[src/cam_cfg_pkg.sv]
/*
 * CAM geometry and array traffic types.
 * Import into any block that carries CAM requests or match vectors.
 */
`default_nettype none

package cam_cfg_pkg;

   // --------------------------------------
   // Array geometry
   // --------------------------------------

   // Bits per entry
   localparam int CAM_WIDTH = 16;
   // Number of entries
   localparam int CAM_DEPTH = 8;
   // Entry address width
   localparam int CAM_AW    = 3;
   // Bit index width, wide enough for CAM_WIDTH positions
   localparam int CAM_BW    = 4;

   // --------------------------------------
   // Meaningful vector types
   // --------------------------------------

   typedef logic [CAM_WIDTH-1:0] cam_data_t;
   typedef logic [CAM_AW-1:0]    cam_addr_t;
   typedef logic [CAM_DEPTH-1:0] cam_match_t;
   typedef logic [CAM_BW-1:0]    cam_bit_t;

   // Last entry and last bit position, used as sweep end points
   localparam cam_addr_t CAM_LAST_ADDR = cam_addr_t'(CAM_DEPTH - 1);
   localparam cam_bit_t  CAM_LAST_BIT  = cam_bit_t'(CAM_WIDTH - 1);

   // One cycle of array traffic, write port and compare port side by side
   typedef struct packed {
      logic      wr_en;
      cam_addr_t wr_addr;
      cam_data_t wr_data;
      logic      cm_en;
      cam_data_t cm_data;
   } cam_req_t;

endpackage : cam_cfg_pkg

`default_nettype wire

[src/bist_pkg.sv]
/*
 * Self-test sequencer types and constants.
 * Shared by the BIST controller, the input handler and the top level.
 */
`default_nettype none

package bist_pkg;
   import cam_cfg_pkg::*;

   // --------------------------------------
   // Sequencer
   // --------------------------------------

   // Write, match and mask phases, then one drain cycle for the last compare
   typedef enum logic [2:0] {
      IDLE,
      WRITE,
      MATCH,
      MASK,
      DRAIN,
      DONE
   } bist_state_e;

   // Controls from the sequencer toward the input handler
   typedef struct packed {
      logic cm_mode;
      logic rotate_mask;
      logic cd_mask_en;
      logic data_inv;
   } bist_ctrl_t;

   // Mismatch counter, saturates at all ones
   localparam int FAIL_W = 8;
   typedef logic [FAIL_W-1:0] fail_cnt_t;
   localparam fail_cnt_t FAIL_MAX = '1;

   // Background word before the per-address scramble
   localparam cam_data_t BIST_BG_PATTERN = 16'hA5C0;

endpackage : bist_pkg

`default_nettype wire

[src/cam_bist_inhandler.sv]
/*
 * CAM input handler. Holds the rotating compare mask, applies data
 * inversion and mask to BIST traffic and selects BIST or functional
 * requests toward the array.
 */
`timescale 1ns/1ps
`default_nettype none

module cam_bist_inhandler
   import cam_cfg_pkg::*;
   import bist_pkg::*;
(
   input  logic       bist_clk,
   input  logic       rst_b,
   input  bist_ctrl_t bist_ctrl,
   input  cam_req_t   bist_req,
   input  cam_req_t   func_req,
   output cam_req_t   array_req
);

   // One-hot mask, a single position flipped in the compare word
   cam_data_t mask_q;
   // Data inversion spread across the word
   cam_data_t inv_word;
   // Mask as applied, zero when masking is off
   cam_data_t cd_mask;
   // BIST request after inversion and masking
   cam_req_t  bist_mod;

   // --------------------------------------
   // Rotating mask register
   // --------------------------------------

   // Starts at bit 0, steps left, top bit wraps back to bit 0
   always_ff @(posedge bist_clk) begin
      if (!rst_b) begin
         mask_q <= cam_data_t'(1);
      end else if (bist_ctrl.rotate_mask) begin
         mask_q <= {mask_q[CAM_WIDTH-2:0], mask_q[CAM_WIDTH-1]};
      end
   end

   // --------------------------------------
   // Write and compare data generation
   // --------------------------------------

   assign inv_word = {CAM_WIDTH{bist_ctrl.data_inv}};
   assign cd_mask  = bist_ctrl.cd_mask_en ? mask_q : '0;

   always_comb begin
      // Enables and address pass straight through
      bist_mod         = bist_req;
      // Inverted background for writes
      bist_mod.wr_data = bist_req.wr_data ^ inv_word;
      // Same inversion on compares, plus one flipped bit in the mask phase
      bist_mod.cm_data = bist_req.cm_data ^ inv_word ^ cd_mask;
   end

   // BIST owns the array while cm_mode is set
   assign array_req = bist_ctrl.cm_mode ? bist_mod : func_req;

   // --------------------------------------
   // Checks
   // --------------------------------------

   // Rotation must never lose or duplicate the marker bit
   a_mask_onehot : assert property (
      @(posedge bist_clk) disable iff (!rst_b)
      $onehot(mask_q)
   );

endmodule : cam_bist_inhandler

`default_nettype wire

[src/cam_array.sv]
/*
 * Behavioural binary CAM. One write port, one compare port and a
 * match vector registered one cycle after the compare.
 */
`timescale 1ns/1ps
`default_nettype none

module cam_array
   import cam_cfg_pkg::*;
(
   input  logic       bist_clk,
   input  logic       rst_b,
   input  cam_req_t   array_req,
   output cam_match_t match
);

   // Entry storage
   cam_data_t  mem_q [CAM_DEPTH];
   // Entry holds a written word
   cam_match_t valid_q;
   // Raw hits for the current compare
   cam_match_t hit;

   // --------------------------------------
   // Write port
   // --------------------------------------

   // Entry words are gated by their valid bits on compare
   always_ff @(posedge bist_clk) begin
      if (array_req.wr_en) begin
         mem_q[array_req.wr_addr] <= array_req.wr_data;
      end
   end

   // --------------------------------------
   // Compare port
   // --------------------------------------

   // A compare sees the old contents when a write lands at the same edge
   always_comb begin
      for (int i = 0; i < CAM_DEPTH; i++) begin
         hit[i] = valid_q[i] && (mem_q[i] == array_req.cm_data);
      end
   end

   always_ff @(posedge bist_clk) begin
      if (!rst_b) begin
         valid_q <= '0;
         match   <= '0;
      end else begin
         if (array_req.wr_en) begin
            valid_q[array_req.wr_addr] <= 1'b1;
         end
         // Idle cycles read back as no hit
         match <= array_req.cm_en ? hit : '0;
      end
   end

   // Writes stay inside the array
   a_wr_addr_range : assert property (
      @(posedge bist_clk) disable iff (!rst_b)
      array_req.wr_en |-> (int'(array_req.wr_addr) < CAM_DEPTH)
   );

endmodule : cam_array

`default_nettype wire

[src/cam_bist_ctrl.sv]
/*
 * BIST sequencer. Writes a background to every entry, checks each entry
 * for a single hit, then walks one flipped bit through every position
 * and expects no hit. Mismatches are counted and reported at done.
 */
`timescale 1ns/1ps
`default_nettype none

module cam_bist_ctrl
   import cam_cfg_pkg::*;
   import bist_pkg::*;
(
   input  logic       bist_clk,
   input  logic       rst_b,
   input  logic       bist_start,
   input  logic       bist_data_inv,
   input  cam_match_t match,
   output cam_req_t   bist_req,
   output bist_ctrl_t bist_ctrl,
   output logic       bist_busy,
   output logic       bist_done,
   output logic       bist_pass,
   output fail_cnt_t  fail_count
);

   bist_state_e state_q;
   cam_addr_t   addr_q;
   cam_bit_t    bit_q;
   // Inversion latched at start and held for the whole run
   logic        inv_q;
   // Start accepted in this cycle
   logic        start_ok;
   // Background word for the current address
   cam_data_t   bg_word;
   // Expected match vector trailing the compare by one cycle
   cam_match_t  exp_d;
   cam_match_t  exp_q;
   logic        exp_vld_d;
   logic        exp_vld_q;
   logic        miss;
   fail_cnt_t   fail_next;

   // Per-address scramble keeps any two entries five bits apart
   function automatic cam_data_t scramble(input cam_addr_t a);
      return BIST_BG_PATTERN ^ cam_data_t'({a[0], {5{a}}});
   endfunction

   // --------------------------------------
   // Sequencing
   // --------------------------------------

   // Done is not busy, so a new run may start straight from it
   assign start_ok = bist_start && ((state_q == IDLE) || (state_q == DONE));

   always_ff @(posedge bist_clk) begin
      if (!rst_b) begin
         state_q <= IDLE;
         addr_q  <= '0;
         bit_q   <= '0;
         inv_q   <= 1'b0;
      end else if (start_ok) begin
         state_q <= WRITE;
         addr_q  <= '0;
         bit_q   <= '0;
         inv_q   <= bist_data_inv;
      end else begin
         case (state_q)
            WRITE: begin
               addr_q <= (addr_q == CAM_LAST_ADDR) ? '0 : addr_q + 1'b1;
               if (addr_q == CAM_LAST_ADDR) begin
                  state_q <= MATCH;
               end
            end
            MATCH: begin
               addr_q <= (addr_q == CAM_LAST_ADDR) ? '0 : addr_q + 1'b1;
               if (addr_q == CAM_LAST_ADDR) begin
                  state_q <= MASK;
               end
            end
            MASK: begin
               // Bit counter runs inside the address loop
               if (bit_q == CAM_LAST_BIT) begin
                  bit_q  <= '0;
                  addr_q <= (addr_q == CAM_LAST_ADDR) ? '0 : addr_q + 1'b1;
                  if (addr_q == CAM_LAST_ADDR) begin
                     state_q <= DRAIN;
                  end
               end else begin
                  bit_q <= bit_q + 1'b1;
               end
            end
            // Last compare result arrives here
            DRAIN:   state_q <= DONE;
            DONE:    state_q <= IDLE;
            default: state_q <= IDLE;
         endcase
      end
   end

   // --------------------------------------
   // Request and handler controls
   // --------------------------------------

   assign bg_word = scramble(addr_q);

   always_comb begin
      bist_req = '0;
      case (state_q)
         WRITE: begin
            bist_req.wr_en   = 1'b1;
            bist_req.wr_addr = addr_q;
            bist_req.wr_data = bg_word;
         end
         MATCH, MASK: begin
            // Handler adds the flipped bit in the mask phase
            bist_req.cm_en   = 1'b1;
            bist_req.cm_data = bg_word;
         end
         default: ;
      endcase
   end

   assign bist_ctrl.cm_mode     = state_q inside {WRITE, MATCH, MASK, DRAIN};
   assign bist_ctrl.rotate_mask = (state_q == MASK);
   assign bist_ctrl.cd_mask_en  = (state_q == MASK);
   assign bist_ctrl.data_inv    = inv_q;

   assign bist_busy = (state_q != IDLE) && (state_q != DONE);
   assign bist_done = (state_q == DONE);

   // --------------------------------------
   // Prediction and checking
   // --------------------------------------

   // Match phase expects its own entry and mask phase expects no hit
   always_comb begin
      exp_d     = '0;
      exp_vld_d = 1'b0;
      if (state_q == MATCH) begin
         exp_d     = cam_match_t'(1) << addr_q;
         exp_vld_d = 1'b1;
      end else if (state_q == MASK) begin
         exp_vld_d = 1'b1;
      end
   end

   // Expected vector lines up with the registered match
   always_ff @(posedge bist_clk) begin
      exp_q <= exp_d;
   end

   assign miss      = exp_vld_q && (match != exp_q);
   assign fail_next = (miss && (fail_count != FAIL_MAX)) ? fail_count + 1'b1 : fail_count;

   always_ff @(posedge bist_clk) begin
      if (!rst_b) begin
         exp_vld_q  <= 1'b0;
         fail_count <= '0;
         bist_pass  <= 1'b0;
      end else begin
         exp_vld_q <= exp_vld_d;
         if (start_ok) begin
            fail_count <= '0;
            bist_pass  <= 1'b0;
         end else begin
            fail_count <= fail_next;
            // Verdict includes the final check of the drain cycle
            if (state_q == DRAIN) begin
               bist_pass <= (fail_next == '0);
            end
         end
      end
   end

   // --------------------------------------
   // Checks
   // --------------------------------------

   a_done_not_busy : assert property (
      @(posedge bist_clk) disable iff (!rst_b)
      bist_done |-> !bist_busy
   );

   // Array ownership follows the busy window exactly
   a_cm_mode_busy : assert property (
      @(posedge bist_clk) disable iff (!rst_b)
      bist_ctrl.cm_mode == bist_busy
   );

endmodule : cam_bist_ctrl

`default_nettype wire

[src/cam_bist_top.sv]
/*
 * CAM with self-test. Connects the BIST sequencer, the input handler
 * and the array. Functional traffic reaches the array while BIST idles.
 */
`timescale 1ns/1ps
`default_nettype none

module cam_bist_top
   import cam_cfg_pkg::*;
   import bist_pkg::*;
(
   input  logic       bist_clk,
   input  logic       rst_b,
   input  cam_req_t   func_req,
   input  logic       bist_start,
   input  logic       bist_data_inv,
   output cam_match_t match,
   output logic       bist_busy,
   output logic       bist_done,
   output logic       bist_pass,
   output fail_cnt_t  fail_count
);

   // Sequencer to handler
   cam_req_t   bist_req;
   bist_ctrl_t bist_ctrl;
   // Handler to array
   cam_req_t   array_req;

   // --------------------------------------
   // Sequencer
   // --------------------------------------

   cam_bist_ctrl i_ctrl (
      .bist_clk      (bist_clk),
      .rst_b         (rst_b),
      .bist_start    (bist_start),
      .bist_data_inv (bist_data_inv),
      .match         (match),
      .bist_req      (bist_req),
      .bist_ctrl     (bist_ctrl),
      .bist_busy     (bist_busy),
      .bist_done     (bist_done),
      .bist_pass     (bist_pass),
      .fail_count    (fail_count)
   );

   // --------------------------------------
   // Request select and array
   // --------------------------------------

   cam_bist_inhandler i_inhandler (
      .bist_clk  (bist_clk),
      .rst_b     (rst_b),
      .bist_ctrl (bist_ctrl),
      .bist_req  (bist_req),
      .func_req  (func_req),
      .array_req (array_req)
   );

   // Match goes out and back to the sequencer
   cam_array i_array (
      .bist_clk  (bist_clk),
      .rst_b     (rst_b),
      .array_req (array_req),
      .match     (match)
   );

endmodule : cam_bist_top

`default_nettype wire

[config.mk]
export PLATFORM = sky130hd
export DESIGN_NAME = cam_bist_top
export DESIGN_NICKNAME = d
export VERILOG_FILES = /design/src/cam_cfg_pkg.sv /design/src/bist_pkg.sv /design/src/cam_bist_inhandler.sv /design/src/cam_array.sv /design/src/cam_bist_ctrl.sv /design/src/cam_bist_top.sv
export SDC_FILE = /design/constraint.sdc
export NUM_CORES = 1
export LEC_CHECK = 0
export BUFFER_PORTS_ARGS = -buffer_cell sky130_fd_sc_hd__buf_2
export CORE_MARGIN = 8
export CORE_UTILIZATION = 60
export DETAILED_ROUTE_END_ITERATION = 7
export HOLD_SLACK_MARGIN = 0.12
export PLACE_DENSITY = 0.79
export SLEW_MARGIN = 0
export SYNTH_ARGS = -nofsm -noshare
export SYNTH_HDL_FRONTEND = slang
export SYNTH_HIERARCHICAL = 1
export SYNTH_SLANG_ARGS = --single-unit
[constraint.sdc]
create_clock -name bist_clk -period 4.7 [get_ports bist_clk]
set_clock_uncertainty 0.2 [all_clocks]
set_input_delay 0.47 -clock bist_clk [delete_from_list [all_inputs] [get_ports bist_clk]]
set_output_delay 0.47 -clock bist_clk [all_outputs]
set_load 0.01 [all_outputs]
==> results of run 1 <==
path summary, 6_finish.rpt:
path / from / end / slack, ps / cells after the start
hold / removal: i_array/valid_q[0] / i_array/valid_q[0] / 270 / 1
setup / recovery: i_ctrl/state_q[1] / i_array/match[4] / 1010 / 11
hold reg to reg: i_array/valid_q[0] / i_array/valid_q[0] / 270 / 1
setup reg to reg: i_ctrl/state_q[1] / i_array/match[4] / 1010 / 11
metrics by stage:
stage | hold WS (ps) | setup WS (ps) | util
finish | 273 | 1010 | 0.664
global placement | 247 | 1210 | 0.621
detailed placement | 257 | 1030 | 0.621
floorplan | 240 | 1280 | -
CTS | 262 | 1040 | 0.664
global route | 289 | 757 | 0.664
metal layers:
| metal | track usage | up-vias | share of wire |
|---|---|---|---|
| met4 | 0.0909 | 0 | 0.028 |
| met1 | 0.280 | 2816 | 0.44 |
| met2 | 0.362 | 190 | 0.47 |
| li1 | - | 2616 | - |
| met5 | 0 | - | 0 |
| met3 | 0.0530 | 38 | 0.057 |
registers in the layout, summed over array words and instances, names as in the netlist:
signal / count
i_array/match: 8
i_array/mem_q: 128
i_array/valid_q: 8
i_ctrl/addr_q: 3
i_ctrl/bist_pass: 1
i_ctrl/bit_q: 4
i_ctrl/exp_q: 8
i_ctrl/exp_vld_q: 1
i_ctrl/fail_count: 8
i_ctrl/inv_q: 1
i_ctrl/state_q: 3
i_inhandler/mask_q: 16
cell type report:
cell class / instances / area share
Sequential cell: 189 / 0.504
Inverter: 8 / 0.00299
Multi-Input combinational cell: 489 / 0.368
Tap cell: 188 / 0.0234
Timing Repair Buffer: 70 / 0.0378
Clock inverter: 13 / 0.0192
Clock buffer: 19 / 0.0450
power groups by stage:
stage | Clock [mW] | Sequential (mW) | Combinational, mW
2_1_floorplan | 0 | 1.88 | 0.303
3_3_place_gp | 0 | 1.90 | 0.372
3_5_place_dp | 0 | 1.90 | 0.383
4_1_cts | 1.57 | 1.86 | 0.387
5_1_grt | 1.64 | 1.87 | 0.413
6_report | 1.56 | 1.86 | 0.386
critical path, stage by stage (launching register included):
cell      delay [ps]
dfxtp_1          550
nand2b_1         260
inv_2            130
nand2_1          100
inv_1            590
nand2_1          150
xnor2_1          160
mux2_2           410
xor2_1           210
nor4_2           270
nand4_1          220
nor4_2           330
repair_timing:
item | CTS | global route
buffers inserted | 0 | 0
hold buffers | 1 | 0
hold endpoints to repair | 1 | 0
cell usage after synthesis (2+ instances only):
library cell | number | area, um2
mux2i_1 | 22 | 220
nor2b_1 | 18 | 113
nor2_1 | 50 | 188
dfxtp_1 | 61 | 1220
nor3b_1 | 2 | 15.0
xnor2_1 | 130 | 1140
nor3_1 | 7 | 35.0
clkbuf_1 | 6 | 22.5
a211oi_1 | 3 | 22.5
buf_4 | 27 | 203
and2_1 | 12 | 75.1
buf_2 | 18 | 90.1
nand2b_1 | 5 | 31.3
nand3_1 | 11 | 55.1
and3_1 | 5 | 31.3
or2_2 | 2 | 12.5
o21ai_0 | 2 | 10.0
edfxtp_1 | 128 | 3840
o21a_1 | 8 | 60.1
inv_1 | 7 | 26.3
xor2_1 | 57 | 499
a31oi_1 | 4 | 25.0
xor2_2 | 3 | 48.8
buf_12 | 2 | 40.0
nand4_1 | 30 | 188
a21oi_1 | 23 | 115
nor4_1 | 4 | 25.0
nand2_1 | 33 | 124
a311oi_1 | 2 | 17.5
buf_6 | 12 | 135
or3_1 | 2 | 12.5
nor4_2 | 15 | 188
ha_1 | 7 | 87.6
mux2_2 | 21 | 236
kinds of logic (layout without fill, tap and decap cells):
kind of cell	after synthesis	after routing
AOI/OAI and AO/OA	45	45
and+or+nand+nor	204	204
xor gates and xnor gates	190	190
adders and majority gates	7	7
muxes	43	43
DFF	189	189
buffers and inverters	73	110
==> summary.md, run 1 <==
| Metric | Value |
|---|---|
| Switching part of the total power | `0.225` |
| Total wire length | `21200 um` |
| Critical Path Sink Type | `flop` |
| Netlist cell types | `46` |
| Setup crit start kind | `flop` |
| DRC errors left | `0` |
| Worst slew pin tran | `1060 ps` |
| Syn avg cell area | `12.3 um2` |
| Vias in the first global route | `5781` |
| Setup_tns | `0 ps` |
| Slew HR | `0.293` |
| Gate power share | `0.101` |
| Clock Sinks | `189` |
| Power Density | `379 nW/um2` |
| # resized after CTS | `0` |
| Multi-input gate area | `3700 um2` |
| Max capacitance violation total | `0` |
| Top_reg_cell synth | `edfxtp_1` |
| Ant diodes | `0` |
| DR WL/cell | `21.7 um` |
| Post-DP HPWL | `15100 um` |
| Maximum VDD drop | `256 uV` |
| Layout Nets | `823` |
| Layout cells sized above 1 | `0.193` |
| Synthesized area | `9270 um2` |
| Seq/Total Area, Yosys | `0.547` |
| Worst hold path class | `reg2reg` |
| Clk buf depth | `2` |
| Pwr Total | `3.81 mW` |
| Num ports | `60` |
| Sequential cell area | `5070 um2` |
| Die area | `19700 um2` |
| Clock transition at the registers of the reported paths | `60 ps` |
| Via count | `5660` |
| Rows | `45` |
| Largest family of logic cells by synthesized area | `XOR/XNOR gates` |
| Vias per inst | `5.80` |
| Final min period | `3690 ps` |
| Most frequent cells in the layout | `xnor2_1 (129), edfxtp_1 (128), dfxtp_1 (60)` |
| CP Class | `reg2reg` |
| Synth Area in Simple Gates | `0.126` |
| Synth-to-Final Area Change | `8.52%` |
| WP data required | `4830 ps` |
| Yosys warning count | `6` |
| Largest net degree at the start of global routing | `54` |
| Cell count after synthesis | `751` |
| XOR/XNOR Fraction of Synth Area | `0.182` |
| FILL cells | `1074` |
| Global route overflow | `0` |
| Sequential Power Share | `0.489` |
| Initial Util | `0.612` |
| Number of synthesized flops with an enable pin | `128` |
| Unrepaired setup endpoints after global routing | `no` |
| Design Area, Final | `10100 um2` |
| Syn Nets | `799` |
| Die Height | `140 um` |
| Setup Viol. Count Final | `0` |
| Total CTS buffers | `17` |
| Most common cell after layout, fill and taps aside | `xnor2_1` |
| Hold Fails Final Rpt | `0` |
| Total track usage | `0.222` |
| Placed Area | `9400 um2` |
| TritonCTS clock tree | `done` |
| Crit path max fanout | `23` |
| Fin cells | `976` |
| Adder-cell share of the synthesized area | `0.00945` |
| Final Slew Violations | `0` |
| Mux cell area share after synthesis | `0.0493` |
| Final period utilization | `0.784` |
| Root Buffer | `clkbuf_16` |
| Internal power | `2.95 mW` |
| Core area | `15100 um2` |
| Max Fclk | `271 MHz` |
| CTS HTree Levels | `4` |
| Net Sw Power | `858 uW` |
| Number of iterations in the first detailed-routing pass | `5` |
| Synth Area in Compound Gates | `0.0302` |
| Critical path data arrival time | `3820 ps` |
| Gpl congestion | `0.892` |
| Die W | `140 um` |
| Clock group share of total power | `0.409` |
| Antenna-violating nets left | `0` |
| Outcome | `complete, no violations` |
| First-pass GRT wire length | `32900 um` |
| Port Buffers | `59` |
| Placed Instances | `943` |
| Worst skew pair latency | `430 ps` |
| Ys async rst share | `0` |
| Static Leak | `3.51 nW` |
| Initial antenna violation count | `0` |
| Synth Register Bits | `189` |
| Drt initial violations | `414` |
No activity file was read; power rests on OpenSTA's default activity.
==> run 2, diff against run 1 <==
ABC_AREA = 1   (was unset)
CORE_UTILIZATION = 55   (was 60)
PLACE_DENSITY = 0.76   (was 0.79)
clock period = 3.2 ns   (was 4.7 ns; I/O delays follow)
==> summary.md, run 2 <==
| Metric | Value |
|---|---|
| Top_reg_cell synth | `edfxtp_1` |
| Drt initial violations | `662 (+60%)` |
| Placed Instances | `1393 (+48%)` |
| FILL cells | `1421 (+32%)` |
| Crit path max fanout | `21 (-8.7%)` |
| Die area | `22100 um2 (+13%)` |
| Largest Register | `i_array/mem_q` |
| Pwr Total | `9.94 mW (+160%)` |
| Synth-to-Final Area Change | `11.7%` |
| Num ports | `60 (unchanged)` |
| Die W | `149 um (+6.1%)` |
| Layout Nets | `1242 (+51%)` |
| Levels on crit path | `14 (+3)` |
| Max FFs per register | `128 (unchanged)` |
| Die Height | `149 um (+6.1%)` |
| DRC errors left | `0 (unchanged)` |
| Multi-input gate area | `3720 um2 (+0.64%)` |
| Gpl congestion | `0.891 (about the same)` |
| Internal power | `5.84 mW (+98%)` |
| Final min period | `2940 ps (-748 ps)` |
| Largest net degree at the start of global routing | `37 (-31%)` |
| Max Fclk | `340 MHz (+25%)` |
| Worst path cell trace | `nand2_1 -> nor2_1 -> inv_1 -> nand2_1 -> inv_1 -> nand2_1 -> buf_6 -> nand3_1 -> nand2_2 -> clkinvlp_2 -> o21ai_0 -> nor2_1 -> nand3_1 -> nor2_1` |
| Biggest regs | `i_array/mem_q (128), i_inhandler/mask_q (16)` |
| CTS HTree Levels | `4 (unchanged)` |
| Synthesized area | `9700 um2 (+4.7%)` |
| Syn avg cell area | `8.61 um2 (-30%)` |
| Hold depth | `4 (+3)` |
| Ys async rst share | `0 (unchanged)` |
| Clock transition at the registers of the reported paths | `70 ps (about the same)` |
| Main area contributors after synthesis | `edfxtp_1 (40%), dfxtp_1 (13%), nand2_1 (11%)` |
| Final Slew Violations | `0 (unchanged)` |
| RR Startpoint | `i_ctrl/state_q[0]` |
| Vias in the first global route | `7185 (+24%)` |
| Clock group share of total power | `0.204 (-0.205)` |
| Crit path max-delay family | `simple AND/OR/NAND/NOR gates` |
| Gate power share | `0.447 (+0.346)` |
| Leading area contributor after synthesis | `edfxtp_1` |
| Worst hold path class | `in2reg` |
| Seq/Total Area, Yosys | `0.522 (-0.0245)` |
| Post-synth top cells | `nand2_1 (285), nor2_1 (174), edfxtp_1 (128), inv_1 (125), xnor2_1 (75)` |
| Design Area, Final | `10800 um2 (+7.8%)` |
| Slew HR | `0.233 (-0.0598)` |
| CP Class | `reg2reg` |
| WP data required | `3310 ps (-1520 ps)` |
| Worst skew pair latency | `430 ps (about the same)` |
| Critical path data arrival time | `3050 ps (-770 ps)` |
| Cell count after synthesis | `1127 (+50%)` |
| Final period utilization | `0.918 (+0.134)` |
| Net Sw Power | `4.11 mW (+380%)` |
| Static Leak | `4.66 nW (+33%)` |
| DR WL/cell | `17.8 um (-18%)` |
| Hold Fails Final Rpt | `0 (unchanged)` |
| R2r setup slk | `260 ps (-750 ps)` |
| Most frequent cell after synthesis | `nand2_1` |
| Most common cell after layout, fill and taps aside | `nand2_1` |
| Outcome | `complete, no violations` |
| Sequential cell area | `5060 um2 (about the same)` |
| Placed Area | `10200 um2 (+8.2%)` |
| Total CTS buffers | `17 (unchanged)` |
| Critical path's largest stage delay | `410 ps (-180 ps)` |
| Fin cells | `1432 (+47%)` |
| Total wire length | `25600 um (+21%)` |
| Clock Sinks | `189 (unchanged)` |
| Post-synth top area share | `0.396 (-0.0186)` |
| Setup Viol. Count Final | `0 (unchanged)` |
| Worst slew pin tran | `1140 ps (+82.0 ps)` |
| Antenna-violating nets left | `0 (unchanged)` |
| R2R cell count | `14 (+3)` |
| TritonCTS clock tree | `done` |
| Worst Hold Launch | `func_req[18]` |
| Count of buffer and inverter cells on the critical path | `4 (+2)` |
| Clk buf depth | `2 (unchanged)` |
| Post-DP HPWL | `18100 um (+20%)` |
| Ant diodes | `0 (unchanged)` |
| Via count | `7573 (+34%)` |
| Max capacitance violation total | `0 (unchanged)` |
| Worst setup path start | `i_ctrl/state_q[0]` |
| Root Buffer | `clkbuf_16` |
| Maximum VDD drop | `483 uV (+89%)` |
| Initial Util | `0.561 (-0.0509)` |
| Synth Register Bits | `189 (unchanged)` |
| Rows | `48 (+6.7%)` |
| Worst path slowest cell | `dfxtp_1` |
| Switching part of the total power | `0.413 (+0.187)` |
| Global route overflow | `0 (unchanged)` |
| Power Density | `917 nW/um2 (+140%)` |
| Vias per inst | `5.29 (-8.8%)` |
| Netlist cell types | `36 (-22%)` |
| First-pass GRT wire length | `38400 um (+17%)` |
| Total track usage | `0.231 (+0.00898)` |
| Core area | `17300 um2 (+14%)` |
| Port Buffers | `59 (unchanged)` |
| Sequential Power Share | `0.349 (-0.140)` |
| Setup crit start kind | `flop` |
| Critical Path Sink Type | `flop` |
| Setup_tns | `0 ps (unchanged)` |
| Most frequent cells in the layout | `nand2_1 (275), nor2_1 (174), edfxtp_1 (128)` |
| Syn Nets | `1175 (+47%)` |
| Initial antenna violation count | `0 (unchanged)` |
| Layout cells sized above 1 | `0.143 (-0.0496)` |
| Yosys warning count | `6 (unchanged)` |
| Number of iterations in the first detailed-routing pass | `6 (+1)` |
| Number of synthesized flops with an enable pin | `128 (unchanged)` |
run 2: changes by cell type in the layout (fill, tap and decap cells not counted), moves of 18 or more:
cell,change
o21ai_0,+35
nand3_1,+50
inv_1,+117
nand4_1,-29
buf_4,+31
nor2_1,+124
nor2b_1,-18
nand2_2,+23
mux2i_1,-22
nand2_1,+242
xnor2_1,-54
mux2_2,-21
run 2: per-layer routing:
layer | global-route usage | up-vias | part of all wire
met2 | 0.363 | 366 | 0.45
met1 | 0.287 | 3479 | 0.40
met3 | 0.0558 | 84 | 0.10
met5 | 0 | - | 0
met4 | 0.135 | 0 | 0.046
li1 | - | 3644 | -
run 2: timing repair:
| action | CTS | global route |
|---|---|---|
| hold endpoints to repair | 18 | 0 |
| setup endpoints to repair | 0 | 8 |
| buffers inserted | 0 | 1 |
| hold buffers | 5 | 0 |
| resized for setup | 0 | 14 |
run 2: worst paths after layout:
path                         end
max             i_array/match[2]
min          i_array/mem_q[3][1]
max reg2reg     i_array/match[2]
min reg2reg   i_array/valid_q[6]
run 2: kinds of logic after synthesis:
group	share of synthesized area
fa+ha+maj	0.00903
flops	0.522
buf+inv	0.0969
xor+xnor	0.104
compound gates	0.0418
simple gates	0.226
run 2: metrics by stage:
step                hold WS (ps)  utilization  setup slack, ps
finish                       223        0.627              261
global placement             252        0.588              322
detailed placement           261        0.588              229
CTS                          192        0.624              167
floorplan                    234            -              284
global route                 223        0.627            -47.5
run 2: tightest hold or removal path: cells and delay by family:
| kind | cells | cell delay (ps) |
|---|---|---|
| buffers and inverters | 2 | 280 |
| AO/OA/AOI/OAI | 1 | 60 |
| AND/OR/NAND/NOR | 1 | 50 |
run 2: layout make-up:
cell class,instances,share of cell area
clock buffers,18,0.0396
clock inverters,14,0.0128
inverters,134,0.0474
multi-input cells,744,0.343
flip-flops and latches,189,0.467
well taps,225,0.0260
repair buffers,107,0.0631
repair inverters,1,0.000462
run 2: power groups by stage:
stage	Combinational [mW]	Sequential (mW)	Clock (mW)
after floorplan	3.03	3.47	0
after global placement	4.15	3.51	0
after detailed placement	4.25	3.52	0
after CTS	4.31	3.47	2.05
after global routing	4.82	3.50	2.13
final	4.44	3.47	2.03
